File: config.mk
export PLATFORM = sky130hd
export DESIGN_NAME = cpu
export DESIGN_NICKNAME = d
export VERILOG_FILES = /design/src/design/cpu_pkg.sv /design/src/design/alu.sv /design/src/design/cpu.sv /design/src/design/execute_stage.sv /design/src/design/fetch_unit.sv /design/src/design/mem_stage.sv /design/src/design/regfile.sv
export VERILOG_INCLUDE_DIRS = /design/src /design/src/include
export SDC_FILE = /design/constraint.sdc
export NUM_CORES = 2
export LEC_CHECK = 0
export ABC_AREA = 1
export BUFFER_PORTS_ARGS = -buffer_cell sky130_fd_sc_hd__buf_2
export CAP_MARGIN = 10
export CORE_MARGIN = 2
export CORE_UTILIZATION = 30
export CTS_CLUSTER_SIZE = 30
export DETAILED_ROUTE_END_ITERATION = 16
export PLACE_DENSITY = 0.52
export SKIP_CTS_REPAIR_TIMING = 1
export SLEW_MARGIN = 20
export SYNTH_ARGS = -nofsm -noshare
export SYNTH_HDL_FRONTEND = slang
export SYNTH_SLANG_ARGS = --single-unit
File: constraint.sdc
create_clock -name clock -period 6.8 [get_ports clock]
set_input_delay 1.36 -clock clock [delete_from_list [all_inputs] [get_ports clock]]
set_output_delay 1.36 -clock clock [all_outputs]
set_load 0.01 [all_outputs]
File: src/include/cpu_settings.svh
`ifndef CPU_SETTINGS_SVH
`define CPU_SETTINGS_SVH

// first fetch address out of reset
`define CPU_RESET_PC 32'h0000_0000

// architectural registers, r0 reads as zero
`define CPU_REG_COUNT 32

// cycles before the testbench gives up on a wait
`define CPU_WAIT_LIMIT 5000

`endif

File: src/design/cpu_pkg.sv
package cpu_pkg;

	// unlisted opcodes run as no-ops
	typedef enum logic [5:0] {
		OP_ALU  = 6'h00,
		OP_ADDI = 6'h01,
		OP_LW   = 6'h02,
		OP_SW   = 6'h03,
		OP_BEQ  = 6'h04,
		OP_BNE  = 6'h05,
		OP_HALT = 6'h3f
	} opcode_t;

	typedef enum logic [3:0] {
		FN_ADD = 4'h0,
		FN_SUB = 4'h1,
		FN_AND = 4'h2,
		FN_OR  = 4'h3,
		FN_XOR = 4'h4,
		FN_SLT = 4'h5,
		FN_SLL = 4'h6,
		FN_SRL = 4'h7
	} alu_func_t;

	typedef struct packed {
		opcode_t     opcode;
		logic [4:0]  rt;
		logic [4:0]  ra;
		logic [4:0]  rb;
		logic [10:0] func;
	} instr_reg_t;

	typedef struct packed {
		opcode_t     opcode;
		logic [4:0]  rt;
		logic [4:0]  ra;
		logic [15:0] imm;
	} instr_imm_t;

	// same word, two field layouts
	typedef union packed {
		instr_reg_t r;
		instr_imm_t i;
	} instr_t;

	typedef struct packed {
		logic [31:0] pc;
		instr_t      instr;
	} fetch_word_t;

	typedef struct packed {
		logic        is_load;
		logic        is_store;
		logic        is_halt;
		logic        writes_reg;
		logic [4:0]  rd;
		logic [31:0] result;
		logic [31:0] store_data;
	} exec_result_t;

	typedef struct packed {
		logic [31:0] addr;
		logic        write;
		logic [31:0] wdata;
	} mem_req_t;

endpackage

File: src/design/alu.sv
`timescale 1ns/100ps

module alu import cpu_pkg::*; (
	input  logic [31:0] a,
	input  logic [31:0] b,
	input  alu_func_t   func,
	output logic [31:0] result
);
	logic [31:0] sum;
	logic [31:0] diff;
	logic        less;

	// sum also serves addi and load/store addresses
	assign sum = a + b;
	assign diff = a - b;
	assign less = $signed(a) < $signed(b);

	always_comb begin
		case (func)
			FN_ADD: result = sum;
			FN_SUB: result = diff;
			FN_AND: result = a & b;
			FN_OR: result = a | b;
			FN_XOR: result = a ^ b;
			FN_SLT: result = {31'd0, less};
			FN_SLL: result = a << b[4:0];
			FN_SRL: result = a >> b[4:0];
			default: result = 32'd0;
		endcase
	end

endmodule

File: src/design/cpu.sv
`timescale 1ns/100ps

module cpu import cpu_pkg::*; (
	input  logic        clock,
	input  logic        rst,
	output logic        im_req_valid,
	output mem_req_t    im_req,
	input  logic        im_req_ready,
	input  logic        im_resp_valid,
	input  logic [31:0] im_resp_rdata,
	output logic        dm_req_valid,
	output mem_req_t    dm_req,
	input  logic        dm_req_ready,
	input  logic        dm_resp_valid,
	input  logic [31:0] dm_resp_rdata,
	output logic        halted
);
	// fetch to execute
	logic         f_valid;
	fetch_word_t  f_word;
	logic         f_ready;
	logic         redirect;
	logic [31:0]  redirect_pc;

	// register reads
	logic [4:0]   ra_addr;
	logic [4:0]   rb_addr;
	logic [31:0]  ra_data;
	logic [31:0]  rb_data;

	// execute to memory
	logic         x_valid;
	exec_result_t x_item;
	logic         x_ready;

	// writeback, doubles as forwarding source
	logic         wb_valid;
	logic [4:0]   wb_rd;
	logic [31:0]  wb_data;
	logic         load_pending;
	logic [4:0]   load_rd;

	fetch_unit i_fetch (
		.clock(clock),
		.rst(rst),
		.halted(halted),
		.im_req_valid(im_req_valid),
		.im_req(im_req),
		.im_req_ready(im_req_ready),
		.im_resp_valid(im_resp_valid),
		.im_resp_rdata(im_resp_rdata),
		.f_valid(f_valid),
		.f_word(f_word),
		.f_ready(f_ready),
		.redirect(redirect),
		.redirect_pc(redirect_pc)
	);

	regfile i_regfile (
		.clock(clock),
		.rst(rst),
		.ra_addr(ra_addr),
		.rb_addr(rb_addr),
		.ra_data(ra_data),
		.rb_data(rb_data),
		.we(wb_valid),
		.wr_addr(wb_rd),
		.wr_data(wb_data)
	);

	execute_stage i_execute (
		.clock(clock),
		.rst(rst),
		.f_valid(f_valid),
		.f_word(f_word),
		.f_ready(f_ready),
		.ra_addr(ra_addr),
		.rb_addr(rb_addr),
		.ra_data(ra_data),
		.rb_data(rb_data),
		.wb_valid(wb_valid),
		.wb_rd(wb_rd),
		.wb_data(wb_data),
		.load_pending(load_pending),
		.load_rd(load_rd),
		.x_valid(x_valid),
		.x_item(x_item),
		.x_ready(x_ready),
		.redirect(redirect),
		.redirect_pc(redirect_pc)
	);

	mem_stage i_mem (
		.clock(clock),
		.rst(rst),
		.x_valid(x_valid),
		.x_item(x_item),
		.x_ready(x_ready),
		.dm_req_valid(dm_req_valid),
		.dm_req(dm_req),
		.dm_req_ready(dm_req_ready),
		.dm_resp_valid(dm_resp_valid),
		.dm_resp_rdata(dm_resp_rdata),
		.wb_valid(wb_valid),
		.wb_rd(wb_rd),
		.wb_data(wb_data),
		.load_pending(load_pending),
		.load_rd(load_rd),
		.halted(halted)
	);

endmodule

File: src/design/execute_stage.sv
`timescale 1ns/100ps

module execute_stage import cpu_pkg::*; (
	input  logic         clock,
	input  logic         rst,
	input  logic         f_valid,
	input  fetch_word_t  f_word,
	output logic         f_ready,
	output logic [4:0]   ra_addr,
	output logic [4:0]   rb_addr,
	input  logic [31:0]  ra_data,
	input  logic [31:0]  rb_data,
	input  logic         wb_valid,
	input  logic [4:0]   wb_rd,
	input  logic [31:0]  wb_data,
	input  logic         load_pending,
	input  logic [4:0]   load_rd,
	output logic         x_valid,
	output exec_result_t x_item,
	input  logic         x_ready,
	output logic         redirect,
	output logic [31:0]  redirect_pc
);
	instr_t       instr;
	opcode_t      op;
	logic         is_alu;
	logic         is_addi;
	logic         is_load;
	logic         is_store;
	logic         is_beq;
	logic         is_bne;
	logic         is_halt;
	logic         uses_a;
	logic         uses_b;
	logic         writes_rt;
	logic [31:0]  imm_ext;
	logic [31:0]  a_val;
	logic [31:0]  b_val;
	logic [31:0]  alu_b;
	alu_func_t    func;
	logic [31:0]  alu_result;
	logic         hit_x;
	logic         hit_load;
	logic         take;
	logic         taken;
	logic         produces;
	exec_result_t next_item;

	assign instr = f_word.instr;
	assign op = instr.r.opcode;
	assign is_alu = (op == OP_ALU);
	assign is_addi = (op == OP_ADDI);
	assign is_load = (op == OP_LW);
	assign is_store = (op == OP_SW);
	assign is_beq = (op == OP_BEQ);
	assign is_bne = (op == OP_BNE);
	assign is_halt = (op == OP_HALT);

	// port b reads rb in register form, rt for stores and branches
	assign ra_addr = instr.r.ra;
	assign rb_addr = is_alu ? instr.r.rb : instr.r.rt;

	assign uses_a = is_alu || is_addi || is_load || is_store || is_beq || is_bne;
	assign uses_b = is_alu || is_store || is_beq || is_bne;
	assign writes_rt = (is_alu || is_addi || is_load) && (instr.r.rt != 5'd0);

	assign a_val = (wb_valid && wb_rd == ra_addr) ? wb_data : ra_data;
	assign b_val = (wb_valid && wb_rd == rb_addr) ? wb_data : rb_data;

	// producer still in our own output register, not yet written back
	assign hit_x = x_valid && x_item.writes_reg &&
		((uses_a && ra_addr == x_item.rd) || (uses_b && rb_addr == x_item.rd));
	assign hit_load = load_pending &&
		((uses_a && ra_addr == load_rd) || (uses_b && rb_addr == load_rd));

	assign f_ready = (!x_valid || x_ready) && !hit_x && !hit_load;
	assign take = f_valid && f_ready;

	assign imm_ext = {{16{instr.i.imm[15]}}, instr.i.imm};
	assign func = is_alu ? alu_func_t'(instr.r.func[3:0]) : FN_ADD;
	assign alu_b = is_alu ? b_val : imm_ext;

	alu i_alu (
		.a(a_val),
		.b(alu_b),
		.func(func),
		.result(alu_result)
	);

	assign taken = (is_beq && a_val == b_val) || (is_bne && a_val != b_val);
	assign redirect = take && taken;
	// word offset relative to the next instruction
	assign redirect_pc = f_word.pc + 32'd4 + {imm_ext[29:0], 2'b00};

	// branches and no-ops end here
	assign produces = is_alu || is_addi || is_load || is_store || is_halt;

	assign next_item.is_load = is_load;
	assign next_item.is_store = is_store;
	assign next_item.is_halt = is_halt;
	assign next_item.writes_reg = writes_rt;
	assign next_item.rd = instr.r.rt;
	assign next_item.result = alu_result;
	assign next_item.store_data = b_val;

	always_ff @(posedge clock) begin
		if (rst)
			x_valid <= 1'b0;
		else if (take)
			x_valid <= produces;
		else if (x_ready)
			x_valid <= 1'b0;
	end

	always_ff @(posedge clock) begin
		if (take)
			x_item <= next_item;
	end

endmodule

File: src/design/fetch_unit.sv
`timescale 1ns/100ps
`include "cpu_settings.svh"

module fetch_unit import cpu_pkg::*; (
	input  logic        clock,
	input  logic        rst,
	input  logic        halted,
	output logic        im_req_valid,
	output mem_req_t    im_req,
	input  logic        im_req_ready,
	input  logic        im_resp_valid,
	input  logic [31:0] im_resp_rdata,
	output logic        f_valid,
	output fetch_word_t f_word,
	input  logic        f_ready,
	input  logic        redirect,
	input  logic [31:0] redirect_pc
);
	logic [31:0] pc;
	logic [31:0] req_addr;
	logic        busy;
	logic        stopped;
	logic        accept;
	logic        handoff;
	logic        resp_in;
	logic        can_issue;

	assign accept = im_req_valid && im_req_ready;
	assign handoff = f_valid && f_ready;
	assign resp_in = im_resp_valid && busy;
	// next fetch only once the held word has gone to execute
	assign can_issue = !im_req_valid && !busy && !f_valid && !stopped && !halted;

	assign im_req.addr = req_addr;
	assign im_req.write = 1'b0;
	assign im_req.wdata = '0;

	always_ff @(posedge clock) begin
		if (rst) begin
			pc <= `CPU_RESET_PC;
			im_req_valid <= 1'b0;
			busy <= 1'b0;
			stopped <= 1'b0;
			f_valid <= 1'b0;
		end else begin
			if (can_issue) begin
				im_req_valid <= 1'b1;
				pc <= pc + 32'd4;
			end else if (accept) begin
				im_req_valid <= 1'b0;
			end
			if (redirect)
				pc <= redirect_pc;

			if (accept)
				busy <= 1'b1;
			else if (resp_in)
				busy <= 1'b0;

			// a taken branch is a handoff, so the held word leaves with it
			if (resp_in)
				f_valid <= 1'b1;
			else if (handoff)
				f_valid <= 1'b0;

			if (handoff && f_word.instr.r.opcode == OP_HALT)
				stopped <= 1'b1;
		end
	end

	always_ff @(posedge clock) begin
		if (can_issue)
			req_addr <= pc;
		if (resp_in) begin
			f_word.pc <= req_addr;
			f_word.instr <= im_resp_rdata;
		end
	end

endmodule

File: src/design/mem_stage.sv
`timescale 1ns/100ps

module mem_stage import cpu_pkg::*; (
	input  logic         clock,
	input  logic         rst,
	input  logic         x_valid,
	input  exec_result_t x_item,
	output logic         x_ready,
	output logic         dm_req_valid,
	output mem_req_t     dm_req,
	input  logic         dm_req_ready,
	input  logic         dm_resp_valid,
	input  logic [31:0]  dm_resp_rdata,
	output logic         wb_valid,
	output logic [4:0]   wb_rd,
	output logic [31:0]  wb_data,
	output logic         load_pending,
	output logic [4:0]   load_rd,
	output logic         halted
);
	typedef enum logic [1:0] {
		S_IDLE,
		S_REQ,
		S_WAIT
	} state_t;

	state_t       state;
	exec_result_t item;
	logic         alu_wb;
	logic         accept;
	logic         load_done;

	assign x_ready = (state == S_IDLE);
	assign accept = x_valid && x_ready;

	assign dm_req_valid = (state == S_REQ);
	assign dm_req.addr = item.result;
	assign dm_req.write = item.is_store;
	assign dm_req.wdata = item.store_data;

	// load data goes straight to the register file on the response
	assign load_done = (state == S_WAIT) && dm_resp_valid && item.is_load && item.writes_reg;
	assign wb_valid = alu_wb || load_done;
	assign wb_rd = item.rd;
	assign wb_data = alu_wb ? item.result : dm_resp_rdata;

	assign load_pending = (state != S_IDLE) && item.is_load && item.writes_reg && !load_done;
	assign load_rd = item.rd;

	always_ff @(posedge clock) begin
		if (rst) begin
			state <= S_IDLE;
			alu_wb <= 1'b0;
			halted <= 1'b0;
		end else begin
			alu_wb <= accept && x_item.writes_reg && !x_item.is_load;
			case (state)
				S_IDLE: begin
					if (accept && (x_item.is_load || x_item.is_store))
						state <= S_REQ;
					if (accept && x_item.is_halt)
						halted <= 1'b1;
				end
				S_REQ: begin
					if (dm_req_ready)
						state <= S_WAIT;
				end
				S_WAIT: begin
					// stores are acknowledged too
					if (dm_resp_valid)
						state <= S_IDLE;
				end
				default: state <= S_IDLE;
			endcase
		end
	end

	always_ff @(posedge clock) begin
		if (accept)
			item <= x_item;
	end

endmodule

File: src/design/regfile.sv
`timescale 1ns/100ps
`include "cpu_settings.svh"

module regfile (
	input  logic        clock,
	input  logic        rst,
	input  logic [4:0]  ra_addr,
	input  logic [4:0]  rb_addr,
	output logic [31:0] ra_data,
	output logic [31:0] rb_data,
	input  logic        we,
	input  logic [4:0]  wr_addr,
	input  logic [31:0] wr_data
);
	logic [31:0] regs [`CPU_REG_COUNT];

	// reads see the value from before this cycle's write
	assign ra_data = regs[ra_addr];
	assign rb_data = regs[rb_addr];

	always_ff @(posedge clock) begin
		if (rst) begin
			for (int i = 0; i < `CPU_REG_COUNT; i++)
				regs[i] <= '0;
		end else if (we && wr_addr != 5'd0) begin
			regs[wr_addr] <= wr_data;
		end
	end

endmodule

=== After elaboration in Yosys (flattened, before gate mapping) ===
Memories as Yosys holds them, arrays and structs flattened. A register that Yosys moved wholly into a read port is not among the register bits.
Cells that the tools add are included.

* Register bits: 282
* Bits in latches: 0
* Memory bits (writable): 1024
* Bits in read-only memories: 0
* Bits of input ports: 70
* Word-level logic and storage cells: 167
* Memories: 1

{| class="wikitable"
|+ Memories
! name !! depth !! width !! rd ports !! clocked after memory_dff !! write ports !! RTL line !! RTL
|-
| i_regfile.regs || 32 || 32 || 2 || 1 || 32 || regfile.sv:15 || <nowiki>logic [31:0] regs [`CPU_REG_COUNT];</nowiki>
|}

* Add/sub/neg operators: 5
* Multiply operators: 0
* Divide/modulo/power cells: 0
* $lt $le $gt $ge: 1
* Eq/ne operators: 26
* Shifts and indexed selects: 2
* Muxes and demuxes: 30
* Bitwise logic cells: 3
* Reduce and logical (&&, ||, !) cells: 74

{| class="wikitable"
|+ Operator list
! kind !! count
|-
| 32-bit one-hot mux with 8 select lines || 1
|-
| 32-bit 2-to-1 mux || 7
|-
| 32-bit by 3-bit adder with 32-bit output (second input constant) || 2
|-
| 32-bit adder || 2
|-
| 1-bit logical AND || 35
|-
| 32-bit bitwise AND || 1
|-
| 32-bit equality test || 1
|-
| 32-bit less-than comparator || 1
|-
| 32-bit != test || 1
|-
| 32-bit OR || 1
|-
| 32-bit OR reduction || 1
|-
| 32-bit by 5-bit left shift with 32-bit output || 1
|-
| 32-bit by 5-bit right shift with 32-bit output || 1
|-
| 32-bit subtractor || 1
|-
| 32-bit XOR || 1
|-
| 5-bit equality test || 6
|-
| 4-bit by 3-bit equality test with 1-bit output (second input constant) || 4
|-
| 1-bit logical OR || 15
|-
| 5-bit 2-to-1 mux || 3
|-
| 1-bit 2-to-1 mux || 14
|-
| 6-bit by 2-bit equality test with 1-bit output (second input constant) || 2
|-
| 6-bit by 3-bit equality test with 1-bit output (second input constant) || 2
|-
| 2-bit nonzero test || 6
|-
| 1-bit zero test || 10
|-
| 17 further kinds || 22
|}

=== Longest topological paths before layout ===
* Depth in word-level cells: 15
* Gate-level depth with buffers: 44
* Mapped depth without buffers: 40

=== Hierarchy ===
Synthesis repeated with hierarchy kept, for this count alone.

* Cell total of the unflattened synthesis: 10920
* Area total of the unflattened synthesis: 82065.0 µm²

{| class="wikitable"
|+ By module, submodules not included
! module !! instances !! cells each !! area each (µm²) !! seq. area each (µm²)
|-
| regfile || 1 || 7191 || 56634.3 || 30749.5
|-
| alu || 1 || 1997 || 9740.6 || 0.0
|-
| execute_stage || 1 || 933 || 6795.3 || 2212.1
|-
| fetch_unit || 1 || 518 || 5524.0 || 3603.5
|-
| mem_stage || 1 || 281 || 3370.7 || 2242.2
|}

=== Least setup slack after synthesis ===
No wires, ideal clock.

* Path type: flip-flop to flip-flop
* From: register i_mem.state[1]
* To: register i_mem.alu_wb
* Library setup time: 0.098 ns
* Data arrival time: 5.910 ns
* Required time: 6.702 ns
* Path slack: 0.793 ns
* Stages on the path, launching flop included: 4
* Cells stage by stage: dfxtp_1 -> nor3_1 -> nand2_1 -> nor3b_1

* Cells in the longest elaborated chain, start to end: 4

{| class="wikitable"
|+ RTL lines
! item !! RTL line !! RTL
|-
| start, declared || mem_stage.sv:27 || <nowiki>state_t state;</nowiki>
|-
| start signal, assigned || mem_stage.sv:52 || <nowiki>state <= S_IDLE;</nowiki>
|-
| start signal, assigned || mem_stage.sv:60 || <nowiki>state <= S_REQ;</nowiki>
|-
| start signal, assigned || mem_stage.sv:66 || <nowiki>state <= S_WAIT;</nowiki>
|-
| 2-bit zero test || mem_stage.sv:33 || <nowiki>assign x_ready = (state == S_IDLE);</nowiki>
|-
| 1-bit logical AND || mem_stage.sv:34 || <nowiki>assign accept = x_valid && x_ready;</nowiki>
|-
| named net i_mem.accept || mem_stage.sv:30 || <nowiki>logic accept;</nowiki>
|-
| 1-bit logical AND (2 in series) || mem_stage.sv:56 || <nowiki>alu_wb <= accept && x_item.writes_reg && !x_item.is_load;</nowiki>
|-
| end signal, assigned || mem_stage.sv:56 ||
|-
| end, declared || mem_stage.sv:29 || <nowiki>logic alu_wb;</nowiki>
|}

The timed path passes the listed nets, and every way through them passes these cells.
A chain may end at the register's enable or synchronous reset.

=== Final worst setup path ===
* From: register i_fetch.f_word[31] (netlist name)
* To: register i_execute.x_item[61] (netlist name)

* Cells in the longest elaborated chain, start to end: 8
* Elaborated cells between the ends (all ways): 24
* Those cells by class: 2 x add/sub; 8 x eq/ne; 2 x shift; 5 x mux; 3 x bitwise; 3 x reduce/logical; 1 x memory

{| class="wikitable"
|+ RTL lines
! item !! RTL line !! RTL
|-
| 6-bit zero test * || execute_stage.sv:51 || <nowiki>assign is_alu = (op == OP_ALU);</nowiki>
|-
| branches (longest 6 deep; another with memory read 32 x 32 bit) || - ||
|-
| 32-bit one-hot mux with 8 select lines * || alu.sv:19 || <nowiki>case (func)</nowiki>
|-
| named net i_execute.alu_result[29] || execute_stage.sv:41 || <nowiki>logic [31:0] alu_result;</nowiki>
|}

Mark *: on every way through the listed nets, which the timed path passes.

==> results.sh <==
export IMPL_htreeDepth=4
export IMPL_period_minus_slack_ns=6.492
export IMPL_ant_nets=0
export IMPL_syn_area_um2=78220
export IMPL_pin_count=203
export IMPL_core_um2=259500
export IMPL_yosys_area_share_simple_pct=34.66
export IMPL_met1_usage_pct=36.83
export IMPL_port_buffers=169
export IMPL_slew_headroom_pct=23.49
export IMPL_grt_antenna_before_repair=25
export IMPL_synth_top_family_by_area="simple AND/OR/NAND/NOR gates"
export IMPL_status="completed"
export IMPL_clkTransAtPathRegs_ns=0.06
export IMPL_crit_path_end_kind="register"
export IMPL_detail_route_wl_per_cell_um=27.62
export IMPL_cp_slowest_stage_delay_ns=0.46
export IMPL_first_iter_violations=10520
export IMPL_use_met2_pct=39.09
export IMPL_power_leakage_nw=36.23
export IMPL_grt_usage_pct=26.96
export IMPL_worstSetupStartpointType="register"
export IMPL_postSynthCellCount=9845
export IMPL_crit_type="register to register"
export IMPL_setup_tns_ns=0
export IMPL_ys_flop_type="edfxtp_1"
export IMPL_cts_buffer_depth=3
export IMPL_fp_dieW_um=514.6
export IMPL_hp_class="register to register"
export IMPL_synth_area_per_cell_um2=7.946
export IMPL_drc=0
export IMPL_routed_wl_mm=369.2
export IMPL_die_area_um2=264800
export IMPL_final_common_cell="nand2_1"
export IMPL_whs_ns=0.4160
export IMPL_die_h_um=514.6
export IMPL_utilization_pct=34.42
export IMPL_fin_crit_sh_pct=95.47
export IMPL_drv_cap=0
export IMPL_grt_pass1_vias=71070
export IMPL_grt_setup_unrepaired="false"
export IMPL_fmax_mhz=154.0
export IMPL_nets=10070
export IMPL_synth_distinct_cells=59
export IMPL_grt_start_max_net_pins=110
export IMPL_yosysSeqAreaShare_pct=49.74
export IMPL_finalHoldViolations=0
export IMPL_rows=187
export IMPL_worst_endpoint_arrival_ns=7.04
export IMPL_drive_gt1_share_pct=9.973
export IMPL_setup_viol=0
export IMPL_area_growth_pct=14.19
export IMPL_vdd_drop_max_uv=293.4
export IMPL_crit_slowest_cell="buf_4"
export IMPL_ys_ff_latch=1311
export IMPL_synthArstFlopShare_pct=0
export IMPL_finalMaxSlewViolations=0
export IMPL_synth_xor_area_share_pct=0.7950
export IMPL_grt_util_met3_pct=7.619
export IMPL_cts_sinks=1311
export IMPL_cts_tree="done"
export IMPL_final_cell_mix="nand2_1, nand3_1, edfxtp_1"
export IMPL_synthMuxAreaShare_pct=0.2815
export IMPL_hpwl_mm=242.4
export IMPL_worstMarginPinSlew_ns=1.148
export IMPL_powerDensity_nw_per_um2=237.0
export IMPL_seq_area_um2=38930
export IMPL_gr_total_overflow=0
export IMPL_finalClockSkew_ns=0.02843
export IMPL_vias=75660
export IMPL_numCtsBuffers=158
export IMPL_insertion_delay_ns=0.84
export IMPL_place_gp_congestion=0.9912
export IMPL_worstPathMaxFanout=23
export IMPL_crit_top_cell="nand3_1"
export IMPL_root_buffer="clkbuf_16"
export IMPL_grt_busiest_layer="met2"
export IMPL_synth_compound_area_share_pct=4.739
export IMPL_avgViaCountPerCell=5.660
export IMPL_start_util_pct=30.15
export IMPL_synth_edf_count=1265
export IMPL_dr_pass1_iters=9
export IMPL_nFillCells=26640
export IMPL_grt_pass1_wl_mm=519.7
export IMPL_multi_input_area_um2=34620
export IMPL_yosys_warnings=0
export IMPL_yosys_area_share_adder_pct=2.620
export IMPL_cp_required_ns=7.35
-- worst max-delay path, delay by kind of cell, from the launching register on --
kind	cells	cell delay, ns
AO/OA/AOI/OAI	4	0.54
adder cells (fa/ha/maj)	1	0.28
buffers and inverters	5	1.20
flip-flops	1	0.43
AND/OR/NAND/NOR	20	3.70
-- where the power goes --
| group | switching [mW] | internal (mW) |
|---|---|---|
| registers | 0.218 | 9.18 |
| logic | 2.26 | 0.870 |
| clock network | 3.68 | 4.97 |
| total | 6.15 | 15.0 |
-- synthesized netlist by cell type (all sizes together) (16+ instances only) --
cell | n | share of area, %
dfxtp | 46 | 1.2
o22ai | 22 | 0.18
o211ai | 81 | 0.78
a31oi | 16 | 0.13
nor2 | 1206 | 5.8
nand2 | 2730 | 13
nand4 | 48 | 0.39
nand3 | 2308 | 15
nor3 | 35 | 0.22
xor2 | 58 | 0.65
a21oi | 228 | 1.5
ha | 159 | 2.5
inv | 409 | 2.0
mux2i | 22 | 0.28
o21ai | 230 | 1.6
edfxtp | 1265 | 49
buf | 369 | 2.8
clkbuf | 486 | 2.3
-- through the flow --
step	area, um^2	cells	power [mW]	setup slack [ns]
after global placement	84060	13070	12.57	0.2463
after CTS	89160	13350	21.16	0.1699
final	89320	13370	21.17	0.3078
after detailed placement	84060	13070	12.58	0.2004
after global routing	89310	13360	21.78	0.02296
after floorplan	78460	9909	11.17	0.7926
-- metal layers --
layer	vias up	wire [um]	part of all wire, %
li1	33170	-	-
met1	36530	150600	41
met2	5002	153000	41
met3	939	45940	12
met4	24	19510	5.3
met5	-	160	0.043
-- state kept, by name, indices dropped and copies added (netlist names), named ones only --
signal,cells
i_mem.dm_req,65
i_regfile.regs,1024
i_mem.halted,1
i_fetch.f_word,64
i_fetch.im_req_valid,1
i_execute.x_valid,1
i_fetch.req_addr,32
i_mem.item,2
i_execute.x_item,73
i_fetch.stopped,1
i_fetch.pc,32
i_mem.load_rd,5
i_fetch.busy,1
i_mem.alu_wb,1
i_mem.state,2
i_fetch.f_valid,1
-- path summary, 6_finish.rpt --
path                                              to  cells past startpoint  slack [ns]                start
worst min-delay path                 i_mem.dm_req[3]                      0        0.42  i_execute.x_item[3]
worst max-delay path            i_execute.x_item[61]                     30        0.31   i_fetch.f_word[31]
worst max register to register  i_execute.x_item[61]                     30        0.31   i_fetch.f_word[31]
worst min register to register       i_mem.dm_req[3]                      0        0.42  i_execute.x_item[3]
-- kinds of logic after synthesis --
| group | after synthesis |
|---|---|
| AND/OR/NAND/NOR | 6366 |
| flip-flops | 1311 |
| adder cells (fa/ha/maj) | 162 |
| other | 1 |
| XOR/XNOR | 71 |
| multiplexers | 22 |
| buffers and inverters | 1274 |
| AO/OA/AOI/OAI | 638 |
-- area by class of cell --
type                            instances  share of cell area [%]
Multi-Input combinational cell       7325                   38.76
Tap cell                             3402                   4.765
Clock inverter                         72                  0.8965
Timing Repair Buffer                  619                   5.366
Inverter                              419                   1.796
Sequential cell                      1311                   43.58
Clock buffer                          211                   4.813
Antenna cell                            8                 0.02241
Note: power is estimated with default switching activity, not from simulation.
